File: src/synth_pkg.sv
package synth_pkg;

  localparam int AUDIO_WIDTH = 16;
  localparam int PERIOD_WIDTH = 24;
  localparam int NOTE_WIDTH = 7;
  localparam int ENV_STEP_WIDTH = 16;
  localparam int WB_ADDR_WIDTH = 3;
  localparam int WB_DATA_WIDTH = 32;

  typedef logic [AUDIO_WIDTH-1:0] audio_t;
  typedef logic [PERIOD_WIDTH-1:0] period_t;
  typedef logic [NOTE_WIDTH-1:0] note_t;
  typedef logic [NOTE_WIDTH-1:0] velocity_t;
  typedef logic [1:0] wave_sel_t;
  typedef logic [ENV_STEP_WIDTH-1:0] env_step_t;
  typedef logic [WB_ADDR_WIDTH-1:0] wb_addr_t;
  typedef logic [WB_DATA_WIDTH-1:0] wb_data_t;

  // waveform select codes.
  localparam wave_sel_t WAVE_NONE = 2'd0;
  localparam wave_sel_t WAVE_SINE = 2'd1;
  localparam wave_sel_t WAVE_PULSE = 2'd2;
  localparam wave_sel_t WAVE_TRIANGLE = 2'd3;

  // register word addresses.
  localparam wb_addr_t REG_WAVE = 3'd0;
  localparam wb_addr_t REG_DUTY = 3'd1;
  localparam wb_addr_t REG_ATTACK = 3'd2;
  localparam wb_addr_t REG_DECAY = 3'd3;
  localparam wb_addr_t REG_SUSTAIN = 3'd4;
  localparam wb_addr_t REG_RELEASE = 3'd5;

  localparam audio_t AUDIO_FULL_SCALE = '1;

  // shift ahead of the velocity multiply.
  localparam int PERCENT_WIDTH = 7;

  // top octave, notes 120 to 131 at 50 MHz.
  localparam int TOP_OCTAVE = 10;
  localparam period_t BASE_PERIOD [12] = '{
    24'd5972, 24'd5637, 24'd5321, 24'd5022,
    24'd4740, 24'd4474, 24'd4223, 24'd3986,
    24'd3762, 24'd3551, 24'd3352, 24'd3164
  };

endpackage : synth_pkg

File: src/param_regs.sv
`timescale 1ns/1ps

module param_regs import synth_pkg::*; (
  input  logic      clock_50_000_000,
  input  logic      rst_n,
  input  logic      cyc,
  input  logic      stb,
  input  logic      we,
  input  wb_addr_t  adr,
  input  wb_data_t  dat_w,
  output wb_data_t  dat_r,
  output logic      ack,
  output wave_sel_t wave,
  output period_t   duty_cycle,
  output env_step_t attack_step,
  output env_step_t decay_step,
  output audio_t    sustain_level,
  output env_step_t release_step
);

  logic access;
  wb_data_t read_value;

  assign access = cyc && stb && !ack; // new request, not yet acked.

  always_comb begin
    read_value = '0;
    unique case (adr)
      REG_WAVE:    read_value = wb_data_t'(wave);
      REG_DUTY:    read_value = wb_data_t'(duty_cycle);
      REG_ATTACK:  read_value = wb_data_t'(attack_step);
      REG_DECAY:   read_value = wb_data_t'(decay_step);
      REG_SUSTAIN: read_value = wb_data_t'(sustain_level);
      REG_RELEASE: read_value = wb_data_t'(release_step);
      default:     read_value = '0; // unused addresses.
    endcase
  end

  always_ff @(posedge clock_50_000_000 or negedge rst_n) begin
    if (!rst_n) begin
      ack           <= 1'b0;
      dat_r         <= '0;
      wave          <= WAVE_NONE;
      duty_cycle    <= '0;
      attack_step   <= '0;
      decay_step    <= '0;
      sustain_level <= '0;
      release_step  <= '0;
    end else begin
      ack <= access;
      if (access && !we) dat_r <= read_value;
      if (access && we) begin
        unique case (adr)
          REG_WAVE:    wave          <= dat_w[$bits(wave_sel_t)-1:0];
          REG_DUTY:    duty_cycle    <= dat_w[$bits(period_t)-1:0];
          REG_ATTACK:  attack_step   <= dat_w[$bits(env_step_t)-1:0];
          REG_DECAY:   decay_step    <= dat_w[$bits(env_step_t)-1:0];
          REG_SUSTAIN: sustain_level <= dat_w[$bits(audio_t)-1:0];
          REG_RELEASE: release_step  <= dat_w[$bits(env_step_t)-1:0];
          default: ;
        endcase
      end
    end
  end

endmodule : param_regs

File: src/period_lut.sv
`timescale 1ns/1ps

module period_lut import synth_pkg::*; (
  input  note_t   note_number,
  output period_t period
);

  logic [3:0] semitone;
  logic [3:0] octave;
  logic [3:0] shift;
  period_t base;

  // divide by twelve, octave 10 holds notes 120 to 127.
  assign semitone = 4'(note_number % 7'd12);
  assign octave   = 4'(note_number / 7'd12);

  // lower octaves double the period per step.
  assign shift = 4'(TOP_OCTAVE) - octave;

  always_comb begin
    base = BASE_PERIOD[0];
    for (int i = 0; i < 12; i++) begin
      if (semitone == 4'(i)) base = BASE_PERIOD[i];
    end
  end

  assign period = base << shift; // note 0 still fits in 24 bits.

endmodule : period_lut

File: src/oscillator.sv
`timescale 1ns/1ps

module oscillator import synth_pkg::*; (
  input  logic    clock_50_000_000,
  input  logic    rst_n,
  input  logic    clear,
  input  period_t period,
  input  period_t duty_cycle,
  output audio_t  sine,
  output audio_t  pulse,
  output audio_t  triangle
);

  localparam int DIV_BITS = 34;

  period_t phase;
  period_t period_q;
  period_t duty_q;
  logic [PERIOD_WIDTH:0] phase_next;
  logic wrap;
  logic rising;

  // step per cycle in 16.16, 2^33 / period from a bit-serial divider.
  logic [DIV_BITS-1:0] div_num;
  logic [DIV_BITS-1:0] div_quot;
  logic [PERIOD_WIDTH:0] div_rem;
  logic [PERIOD_WIDTH:0] div_shift;
  logic [5:0] div_count;
  logic [31:0] step;
  logic [32:0] tri_acc;

  audio_t tri_level;
  audio_t fold;
  logic [2*AUDIO_WIDTH-1:0] square;

  assign phase_next = {1'b0, phase} + 1'b1;
  assign wrap       = phase_next >= {1'b0, period_q};
  assign rising     = phase < (period_q >> 1);
  assign div_shift  = {div_rem[PERIOD_WIDTH-1:0], div_num[DIV_BITS-1]};
  assign tri_level  = tri_acc[31:16];

  // parabola on each half of the triangle gives the sine shape.
  assign fold   = tri_level[15] ? ~tri_level : tri_level;
  assign square = fold * fold;

  always_ff @(posedge clock_50_000_000 or negedge rst_n) begin
    if (!rst_n) begin
      phase     <= '0;
      period_q  <= '0;
      duty_q    <= '0;
      div_num   <= '0;
      div_quot  <= '0;
      div_rem   <= '0;
      div_count <= '0;
      step      <= '0;
      tri_acc   <= '0;
    end else begin
      if (clear || wrap) begin
        phase     <= '0;
        period_q  <= period; // new period and duty from here on.
        duty_q    <= duty_cycle;
        tri_acc   <= '0;
        div_num   <= DIV_BITS'(1) << (DIV_BITS - 1);
        div_rem   <= '0;
        div_count <= 6'(DIV_BITS);
      end else begin
        phase <= phase_next[PERIOD_WIDTH-1:0];
        if (rising) begin
          tri_acc <= (tri_acc + step > 33'hffff_ffff) ? 33'hffff_ffff : tri_acc + step;
        end else begin
          tri_acc <= (tri_acc > {1'b0, step}) ? tri_acc - step : '0;
        end
        if (div_count != '0) begin
          div_num   <= div_num << 1;
          div_count <= div_count - 1'b1;
          if (div_shift >= {1'b0, period_q}) begin
            div_rem  <= div_shift - {1'b0, period_q};
            div_quot <= {div_quot[DIV_BITS-2:0], 1'b1};
          end else begin
            div_rem  <= div_shift;
            div_quot <= {div_quot[DIV_BITS-2:0], 1'b0};
          end
        end else if (div_num == '0 && period_q != '0) begin
          step    <= div_quot[31:0];
          div_num <= {DIV_BITS{1'b1}}; // latched, wait for the next wrap.
        end
      end
    end
  end

  always_ff @(posedge clock_50_000_000 or negedge rst_n) begin
    if (!rst_n) begin
      pulse    <= '0;
      triangle <= '0;
      sine     <= '0;
    end else begin
      pulse    <= (phase < duty_q) ? AUDIO_FULL_SCALE : '0;
      triangle <= tri_level;
      sine     <= tri_level[15] ? ~audio_t'(square >> 15) : audio_t'(square >> 15);
    end
  end

endmodule : oscillator

File: src/envelope.sv
`timescale 1ns/1ps

module envelope import synth_pkg::*; #(
  parameter int ENV_PRESCALE = 256
) (
  input  logic      clock_50_000_000,
  input  logic      rst_n,
  input  logic      note_start,
  input  logic      note_stop,
  input  env_step_t attack_step,
  input  env_step_t decay_step,
  input  audio_t    sustain_level,
  input  env_step_t release_step,
  output audio_t    envelope,
  output logic      envelope_end
);

  localparam int PRESCALE_W = $clog2(ENV_PRESCALE + 1);

  typedef enum logic [2:0] {
    ST_IDLE,
    ST_ATTACK,
    ST_DECAY,
    ST_SUSTAIN,
    ST_RELEASE
  } env_state_t;

  env_state_t state;
  logic [PRESCALE_W-1:0] prescale;
  logic tick;
  logic [AUDIO_WIDTH:0] headroom;
  logic [AUDIO_WIDTH:0] above_sustain;

  assign tick          = prescale == PRESCALE_W'(ENV_PRESCALE - 1);
  assign headroom      = {1'b0, AUDIO_FULL_SCALE} - {1'b0, envelope};
  assign above_sustain = {1'b0, envelope} - {1'b0, sustain_level};
  assign envelope_end  = state == ST_IDLE;

  always_ff @(posedge clock_50_000_000 or negedge rst_n) begin
    if (!rst_n) begin
      state    <= ST_IDLE;
      prescale <= '0;
      envelope <= '0;
    end else if (note_start) begin
      state    <= ST_ATTACK; // restart from zero in any state.
      prescale <= '0;
      envelope <= '0;
    end else begin
      prescale <= tick ? '0 : prescale + 1'b1;
      if (note_stop && state != ST_IDLE) state <= ST_RELEASE;
      else if (tick) begin
        unique case (state)
          ST_IDLE: envelope <= '0;
          ST_ATTACK: begin
            if (attack_step == '0 || headroom <= {1'b0, attack_step}) begin
              envelope <= AUDIO_FULL_SCALE;
              state    <= ST_DECAY;
            end else begin
              envelope <= envelope + attack_step;
            end
          end
          ST_DECAY: begin
            if (decay_step == '0 || envelope <= sustain_level ||
                above_sustain <= {1'b0, decay_step}) begin
              envelope <= sustain_level;
              state    <= ST_SUSTAIN;
            end else begin
              envelope <= envelope - decay_step;
            end
          end
          ST_SUSTAIN: envelope <= sustain_level; // follows register writes.
          ST_RELEASE: begin
            if (release_step == '0 || envelope <= release_step) begin
              envelope <= '0;
              state    <= ST_IDLE;
            end else begin
              envelope <= envelope - release_step;
            end
          end
          default: state <= ST_IDLE;
        endcase
      end
    end
  end

endmodule : envelope

File: src/voice_pipeline.sv
`timescale 1ns/1ps

module voice_pipeline import synth_pkg::*; #(
  parameter int ENV_PRESCALE = 256
) (
  input  logic      clock_50_000_000,
  input  logic      rst_n,
  input  note_t     note_number,
  input  velocity_t velocity,
  input  logic      note_on,
  input  logic      note_valid,
  input  wave_sel_t wave,
  input  period_t   duty_cycle,
  input  env_step_t attack_step,
  input  env_step_t decay_step,
  input  audio_t    sustain_level,
  input  env_step_t release_step,
  output audio_t    audio
);

  note_t     note_q;
  velocity_t velocity_q;
  logic      on_q;
  logic      valid_q;
  logic      note_start;
  logic      note_stop;

  period_t period;
  audio_t  sine;
  audio_t  pulse;
  audio_t  triangle;
  audio_t  env_level;
  logic    envelope_end;

  audio_t selected;
  audio_t scaled;
  logic [2*AUDIO_WIDTH-1:0] env_product;
  logic [AUDIO_WIDTH+NOTE_WIDTH-1:0] vel_product;

  always_ff @(posedge clock_50_000_000 or negedge rst_n) begin
    if (!rst_n) begin
      note_q     <= '0;
      velocity_q <= '0;
      on_q       <= 1'b0;
      valid_q    <= 1'b0;
    end else begin
      valid_q <= note_valid;
      if (note_valid) begin
        note_q     <= note_number;
        velocity_q <= velocity;
        on_q       <= note_on;
      end
    end
  end

  assign note_start = valid_q && on_q;
  assign note_stop  = valid_q && !on_q;

  period_lut period_lut_i (
    .note_number(note_q),
    .period
  );

  oscillator oscillator_i (
    .clock_50_000_000,
    .rst_n,
    .clear(note_start),
    .period,
    .duty_cycle,
    .sine,
    .pulse,
    .triangle
  );

  envelope #(.ENV_PRESCALE(ENV_PRESCALE)) envelope_i (
    .clock_50_000_000,
    .rst_n,
    .note_start,
    .note_stop,
    .attack_step,
    .decay_step,
    .sustain_level,
    .release_step,
    .envelope(env_level),
    .envelope_end
  );

  assign env_product = selected * env_level;
  assign vel_product = (scaled >> PERCENT_WIDTH) * velocity_q;

  always_ff @(posedge clock_50_000_000 or negedge rst_n) begin
    if (!rst_n) begin
      selected <= '0;
      scaled   <= '0;
      audio    <= '0;
    end else if (envelope_end) begin
      selected <= '0; // voice idle, flush every stage.
      scaled   <= '0;
      audio    <= '0;
    end else begin
      unique case (wave)
        WAVE_SINE:     selected <= sine;
        WAVE_PULSE:    selected <= pulse;
        WAVE_TRIANGLE: selected <= triangle;
        default:       selected <= '0;
      endcase
      scaled <= env_product[2*AUDIO_WIDTH-1:AUDIO_WIDTH]; // high half.
      audio  <= vel_product[AUDIO_WIDTH-1:0];
    end
  end

endmodule : voice_pipeline

File: src/synth_voice_top.sv
`timescale 1ns/1ps

module synth_voice_top import synth_pkg::*; #(
  parameter int ENV_PRESCALE = 256
) (
  input  logic      clock_50_000_000,
  input  logic      rst_n,
  input  logic      cyc,
  input  logic      stb,
  input  logic      we,
  input  wb_addr_t  adr,
  input  wb_data_t  dat_w,
  output wb_data_t  dat_r,
  output logic      ack,
  input  note_t     note_number,
  input  velocity_t velocity,
  input  logic      note_on,
  input  logic      note_valid,
  output audio_t    audio
);

  wave_sel_t wave;
  period_t   duty_cycle;
  env_step_t attack_step;
  env_step_t decay_step;
  audio_t    sustain_level;
  env_step_t release_step;

  param_regs param_regs_i (
    .clock_50_000_000,
    .rst_n,
    .cyc,
    .stb,
    .we,
    .adr,
    .dat_w,
    .dat_r,
    .ack,
    .wave,
    .duty_cycle,
    .attack_step,
    .decay_step,
    .sustain_level,
    .release_step
  );

  voice_pipeline #(.ENV_PRESCALE(ENV_PRESCALE)) voice_pipeline_i (
    .clock_50_000_000,
    .rst_n,
    .note_number,
    .velocity,
    .note_on,
    .note_valid,
    .wave,
    .duty_cycle,
    .attack_step,
    .decay_step,
    .sustain_level,
    .release_step,
    .audio
  );

endmodule : synth_voice_top

File: config.mk
export PLATFORM = sky130hd
export DESIGN_NAME = synth_voice_top
export DESIGN_NICKNAME = d
export VERILOG_FILES = /design/src/synth_pkg.sv /design/src/param_regs.sv /design/src/period_lut.sv /design/src/oscillator.sv /design/src/envelope.sv /design/src/voice_pipeline.sv /design/src/synth_voice_top.sv
export SDC_FILE = /design/constraint.sdc
export NUM_CORES = 2
export LEC_CHECK = 0
export BUFFER_PORTS_ARGS = -buffer_cell sky130_fd_sc_hd__clkbuf_2
export CAP_MARGIN = 20
export CORE_MARGIN = 8
export CORE_UTILIZATION = 45
export DETAILED_ROUTE_END_ITERATION = 10
export PLACE_DENSITY = 0.7
export SYNTH_ARGS = -nofsm -noshare
export SYNTH_HDL_FRONTEND = slang
export SYNTH_SLANG_ARGS = --single-unit
File: constraint.sdc
create_clock -name clock_50_000_000 -period 9.2 [get_ports clock_50_000_000]
set_clock_uncertainty 0.1 [all_clocks]
set_input_delay 1.38 -clock clock_50_000_000 [delete_from_list [all_inputs] [get_ports clock_50_000_000]]
set_output_delay 1.38 -clock clock_50_000_000 [all_outputs]
set_load 0.02 [all_outputs]
==> Word-level counts from Yosys, hierarchy flattened <==
Cells that the tools add are included.
{ "word_totals": {"in_bits": 56, "word_cells": 181, "out_inout_bits": 49, "reg_bits": 496} }
{ "classes": {"multipliers": 3, "shift": 1, "n_mux": 49, "n_reduce_logical": 41, "magnitude_cmp": 10, "div": 2, "eq_ne": 29, "addsub": 12, "bitwise": 4} }
{ "op_table": {"columns": ["operator", "count"], "rows": [
  ["$mux 24", 14],
  ["$mux 16", 12],
  ["$pmux 24 s6", 1],
  ["$mux 33", 4],
  ["$mux 34", 3],
  ["$pmux 16 s5", 1],
  ["$ge 25x24->1", 2],
  ["$logic_not 16->1", 3],
  ["$pmux 16 s3", 1],
  ["$le 17x16->1", 2],
  ["$logic_not 34->1", 1],
  ["$add 33x32->33", 1],
  ["$gt 33x32->1", 1],
  ["$gt 33x32->1 const B", 1],
  ["$sub 33x32->33", 1],
  ["$le 16x16->1", 2],
  ["$mul 16x16->32", 1],
  ["$not 16->16", 2],
  ["$sub 16x16->16", 2],
  ["$mul 16x16->31", 1],
  ["$mux 9", 3],
  ["$add 24x1->25 const B", 1],
  ["$lt 24x23->1", 1],
  ["$lt 24x24->1", 1],
  ["other kinds (41)", 89]
]} }

==> Logic depth before layout (Yosys ltp) <==
{ "logic_depth": {"ltp_word": 14, "depth_mapped": 28, "depth_no_buf": 26} }

==> Cells and area by module <==
Synthesis repeated with hierarchy kept, for this count alone.
{ "unflattened": {"cells_unflattened": 5392, "hier_area_um2": 48343.9} }
{ "modules_own_cells": {"columns": ["mod", "cells_per_inst", "area_per_inst_um2", "seq_area_each_um2", "n_inst"], "rows": [
  ["oscillator", 2652, 23451.2, 6656.4, 1],
  ["voice_pipeline", 1297, 12029.0, 1426.4, 1],
  ["envelope", 727, 5651.7, 700.7, 1],
  ["param_regs", 379, 5122.4, 2877.8, 1],
  ["period_lut", 337, 2089.5, 0.0, 1]
]} }

==> Least setup slack after synthesis <==
No wires, ideal clock.
{ "synth_timing": {"path_type": "register -> register", "from": "register voice_pipeline_i.oscillator_i.tri_acc[31]", "to": "register voice_pipeline_i.oscillator_i.sine[14]", "arrival_ns": 6.963, "stages_incl_launch_ff": 25, "path_buffers": 4, "required_ns": 9.020, "period_less_slack_ns": 7.143, "setup_slack_ns": 2.057, "setup_ns": 0.080, "cell_sequence": "dfrtp_1 buf_2 buf_1 buf_1 clkbuf_1 o22ai_1 fa_1 fa_1 fa_1 fa_1 inv_1 fa_1 inv_1 fa_1 ha_1 a21oi_1 o31ai_1 a21o_1 a31o_2 o21ba_2 a41oi_1 o21ai_0 a211o_1 a21oi_1 xnor2_1"} }
{ "synth_via": {"elab_chain_cells": 5} }
{ "synth_lines": {"columns": ["element", "line", "rtl"], "rows": [
  ["start, declared", "oscillator.sv:30", "logic [32:0] tri_acc;"],
  ["start signal, assigned", "oscillator.sv:69", "tri_acc <= (tri_acc + step > 33'hffff_ffff) ? 33'hffff_ffff : tri_acc + step;"],
  ["start signal, assigned", "oscillator.sv:71", "tri_acc <= (tri_acc > {1'b0, step}) ? tri_acc - step : '0;"],
  ["$not 16->16", "oscillator.sv:43", "assign fold = tri_level[15] ? ~tri_level : tri_level;"],
  ["$mux 16", "oscillator.sv:43", null],
  ["$mul 16x16->31", "oscillator.sv:44", "assign square = fold * fold;"],
  ["$not 16->16", "oscillator.sv:99", "sine <= tri_level[15] ? ~audio_t'(square >> 15) : audio_t'(square >> 15);"],
  ["$mux 16 *", "oscillator.sv:99", null],
  ["end signal, assigned", "oscillator.sv:99", null],
  ["end, declared", "oscillator.sv:9", "output audio_t sine,"]
]} }
Mark *: on every way between the ends. The rest lies on a longest branch, timed or not.
A chain may end at the register's enable or synchronous reset.

==> Worst setup path in the final report <==
Ends and elaborated chain as after synthesis.

==> results.toml <==
[run_status]
status = "complete, no violations"

[drt]
drt.antenna.violating_nets = 0
wirelength_um = 116300
num_vias = 36670
wire_per_inst_um = 17.55
drc = 0
drt-initial-drc-count = 2707
viasPerCell = 5.534
drt_pass1_iterations = 9

[sta]
post-route-period-util = 0.8845
final-setup-viol-count = 0
fin_tns_setup_ns = 0
slew_violations = 0
tightest_slew_ns = 1.111
fmax_mhz = 122.9
hold_viol_final = 0
relSlewSlack = 0.2577
period_needed_ns = 8.137
rsz0062_at_grt = "no"
setup_slack_ns = 1.063

[global_route]
grt_max_degree = 165
overflow = 0
grt_pass1_wl_um = 193700
antenna_found_initial = 12
track_usage = 0.2044
first_global_vias = 37180

[run]
cap_viol_max_count = 0

[floorplan]
start_util = 0.4517
io_pins = 105
die_w_um = 337.9
die_area_sq_um = 114200
rows = 118
dieHeight_um = 337.9
coreArea_sq_um = 103200

[worst_setup_path]
cp_top_family = "adder cells"
cp_max_fo = 46
cp-start-kind = "register"
crit_start = "voice_pipeline_i.oscillator_i.tri_acc[31]"
path_buf_inv = 3
critical_path_arrival_ns = 8.56
cp_cell_sequence = "buf_4 > nand2b_1 > o21ai_0 > ha_1 > fa_1 > inv_1 > fa_1 > fa_1 > inv_1 > fa_1 > fa_1 > ha_1 > or3_1 > or3_1 > o21ba_2 > a41oi_1 > o21ai_0 > a211o_1 > a21oi_1 > xnor2_1"
required_ns = 9.62
crit_top_cell = "fa_1"
slowest_stage = "dfrtp_2"
worstSetupPathType = "register to register"
r2r-start = "voice_pipeline_i.oscillator_i.tri_acc[31]"
endpoint_kind = "register"
max_stage_delay_ns = 0.93

[layout]
mostFrequentLayoutCells = "687 x inv_1, 618 x nand2_1, 488 x ha_1"
syn2layout_area_growth_pct = 7.525
final_area_sq_um = 50130
final_common_cell = "inv_1"
layout.nets = 6118
n_fill_cell = 9589
drive_above_1_share = 0.07534

[cts]
insertion_delay_ns = 0.65
clockBufferDepth = 3
htree_levels = 2
cts_hold_buf = 0
cts_made_buffers = 53
cts_setup_buffers = 0
cts_tree = "built"
ctsResizeCount = 0
cts_root_buf = "clkbuf_16"
cts.clk_slew.worst_paths_ns = 0.07
clkSinkCount = 466

[placement]
place_area_sq_um = 48180
portBuffers = 88
dp_hpwl_um = 89020
post-place-ws_ns = 1.057
gp_congestion = 0.9234

[min_path]
min_from = "voice_pipeline_i.oscillator_i.duty_q[0]"
hp-class = "register to register"

[power_and_ir_drop]
p_leak_nw = 25.24
ir_drop_v = 0.0004039
cellPowerDensity_nw_per_um2 = 220.4
power_w = 0.01105

[synthesis]
synth.distinct_cells = 102
syn_area_per_cell_sq_um = 8.868
synth_ff_type = "dfrtp_1"
ys_warn_count = 0
ys_seq_area_frac = 0.2501
async_flop_share = 1.000
synthCells = 5257
syn-cell-area_sq_um = 46620
ys_ff_latch = 466
synth_edf_count = 0
## report_power, final
| group | total, W | internal, W | switching, W | leakage, nW |
|---|---|---|---|---|
| registers | 0.00309 | 0.00254 | 0.000545 | 6.02 |
| logic | 0.00574 | 0.00237 | 0.00337 | 18.3 |
| clock network | 0.00222 | 0.00128 | 0.000934 | 0.883 |
## cells by family after synthesis
group	Yosys count	synth area share
buffers and inverters	953	0.07947
AOI/OAI and AO/OA	1068	0.1459
DFF	466	0.2501
xor gates and xnor gates	228	0.04283
other	1	0.00008044
adders and majority gates	866	0.2929
muxes	143	0.03403
and+or+nand+nor	1532	0.1547
## Yosys cell counts (23+ instances only)
master / n / share of area
nand2b_1: 54 / 0.0072
inv_1: 687 / 0.055
o21a_1: 27 / 0.0043
nand3_1: 57 / 0.0061
mux2i_1: 40 / 0.0086
nor2_1: 289 / 0.023
o21bai_1: 25 / 0.0040
and3_1: 30 / 0.0040
fa_1: 376 / 0.16
and2_1: 140 / 0.019
a21oi_1: 271 / 0.029
buf_2: 30 / 0.0032
nand2_1: 619 / 0.050
or3_1: 23 / 0.0031
nor4_1: 35 / 0.0047
a31oi_1: 25 / 0.0034
xor2_1: 70 / 0.013
clkbuf_1: 202 / 0.016
o31ai_1: 25 / 0.0040
nor3_1: 131 / 0.014
xnor2_1: 158 / 0.030
o21ai_0: 322 / 0.035
nor2b_1: 53 / 0.0071
mux2_2: 99 / 0.024
a221oi_1: 23 / 0.0043
a21o_1: 58 / 0.0093
o211ai_1: 28 / 0.0045
a211oi_1: 73 / 0.012
ha_1: 488 / 0.13
nand4_1: 31 / 0.0042
dfrtp_1: 466 / 0.25
## final timing paths
| check | slack, ns | cells after the start | endpoint |
|---|---|---|---|
| min in group asynchronous | 0.64 | 1 | voice_pipeline_i.velocity_q[4] |
| max in group asynchronous | 6.33 | 3 | param_regs_i.dat_r[16] |
| setup reg to reg | 1.06 | 20 | voice_pipeline_i.oscillator_i.sine[14] |
| hold / removal | 0.37 | 2 | voice_pipeline_i.oscillator_i.duty_q[0] |
| hold reg to reg | 0.37 | 2 | voice_pipeline_i.oscillator_i.duty_q[0] |
| setup / recovery | 1.06 | 20 | voice_pipeline_i.oscillator_i.sine[14] |
## flip-flops by register name, indices dropped and copies added, names as in the netlist, 24 cells and up
name	count
voice_pipeline_i.oscillator_i.div_num	34
voice_pipeline_i.oscillator_i.div_quot	32
param_regs_i.dat_r	24
voice_pipeline_i.oscillator_i.period_q	24
voice_pipeline_i.oscillator_i.phase	24
param_regs_i.duty_cycle	24
voice_pipeline_i.oscillator_i.step	32
voice_pipeline_i.oscillator_i.duty_q	24
voice_pipeline_i.oscillator_i.div_rem	24
voice_pipeline_i.oscillator_i.tri_acc	33
## metal layers
metal / GRT usage / share of wire / up-vias
met3: 0.03479 / 0.071 / 200
li1: - / - / 17490
met5: 0 / 0.00068 / -
met1: 0.2851 / 0.45 / 17920
met4: 0.05171 / 0.023 / 14
met2: 0.3304 / 0.46 / 1045
## worst register-to-register path: cells and delay by family, from the launching register on
| kind | cells | cell delay, ns |
|---|---|---|
| compound gates | 6 | 1.94 |
| simple gates | 3 | 1.09 |
| fa+ha+maj | 7 | 3.18 |
| flops | 1 | 0.93 |
| xor+xnor | 1 | 0.13 |
| buf+inv | 3 | 0.65 |
## through the flow
| stage | cells | hold WS [ns] | utilization |
|---|---|---|---|
| final | 6627 | 0.3682 | 0.4857 |
| after global routing | 6623 | 0.3995 | 0.4856 |
| after CTS | 6618 | 0.3701 | 0.4846 |
| after detailed placement | 6518 | 0.3665 | 0.4669 |
| after global placement | 6517 | 0.3589 | 0.4667 |
| after floorplan | 5264 | 0.2964 | - |
## layout make-up
| cell class | instances | area, sq um | area share |
|---|---|---|---|
| antenna | 4 | 10.01 | 0.0001997 |
| clock inverter | 27 | 331.6 | 0.006614 |
| tap | 1380 | 1727 | 0.03444 |
| sequential | 466 | 11660 | 0.2326 |
| multi-input combinational | 3845 | 31370 | 0.6259 |
| clock buffer | 73 | 1491 | 0.02975 |
| inverter | 692 | 2597 | 0.05182 |
| timing repair buffer | 140 | 935.9 | 0.01867 |
(Power assumes the default switching activity.)
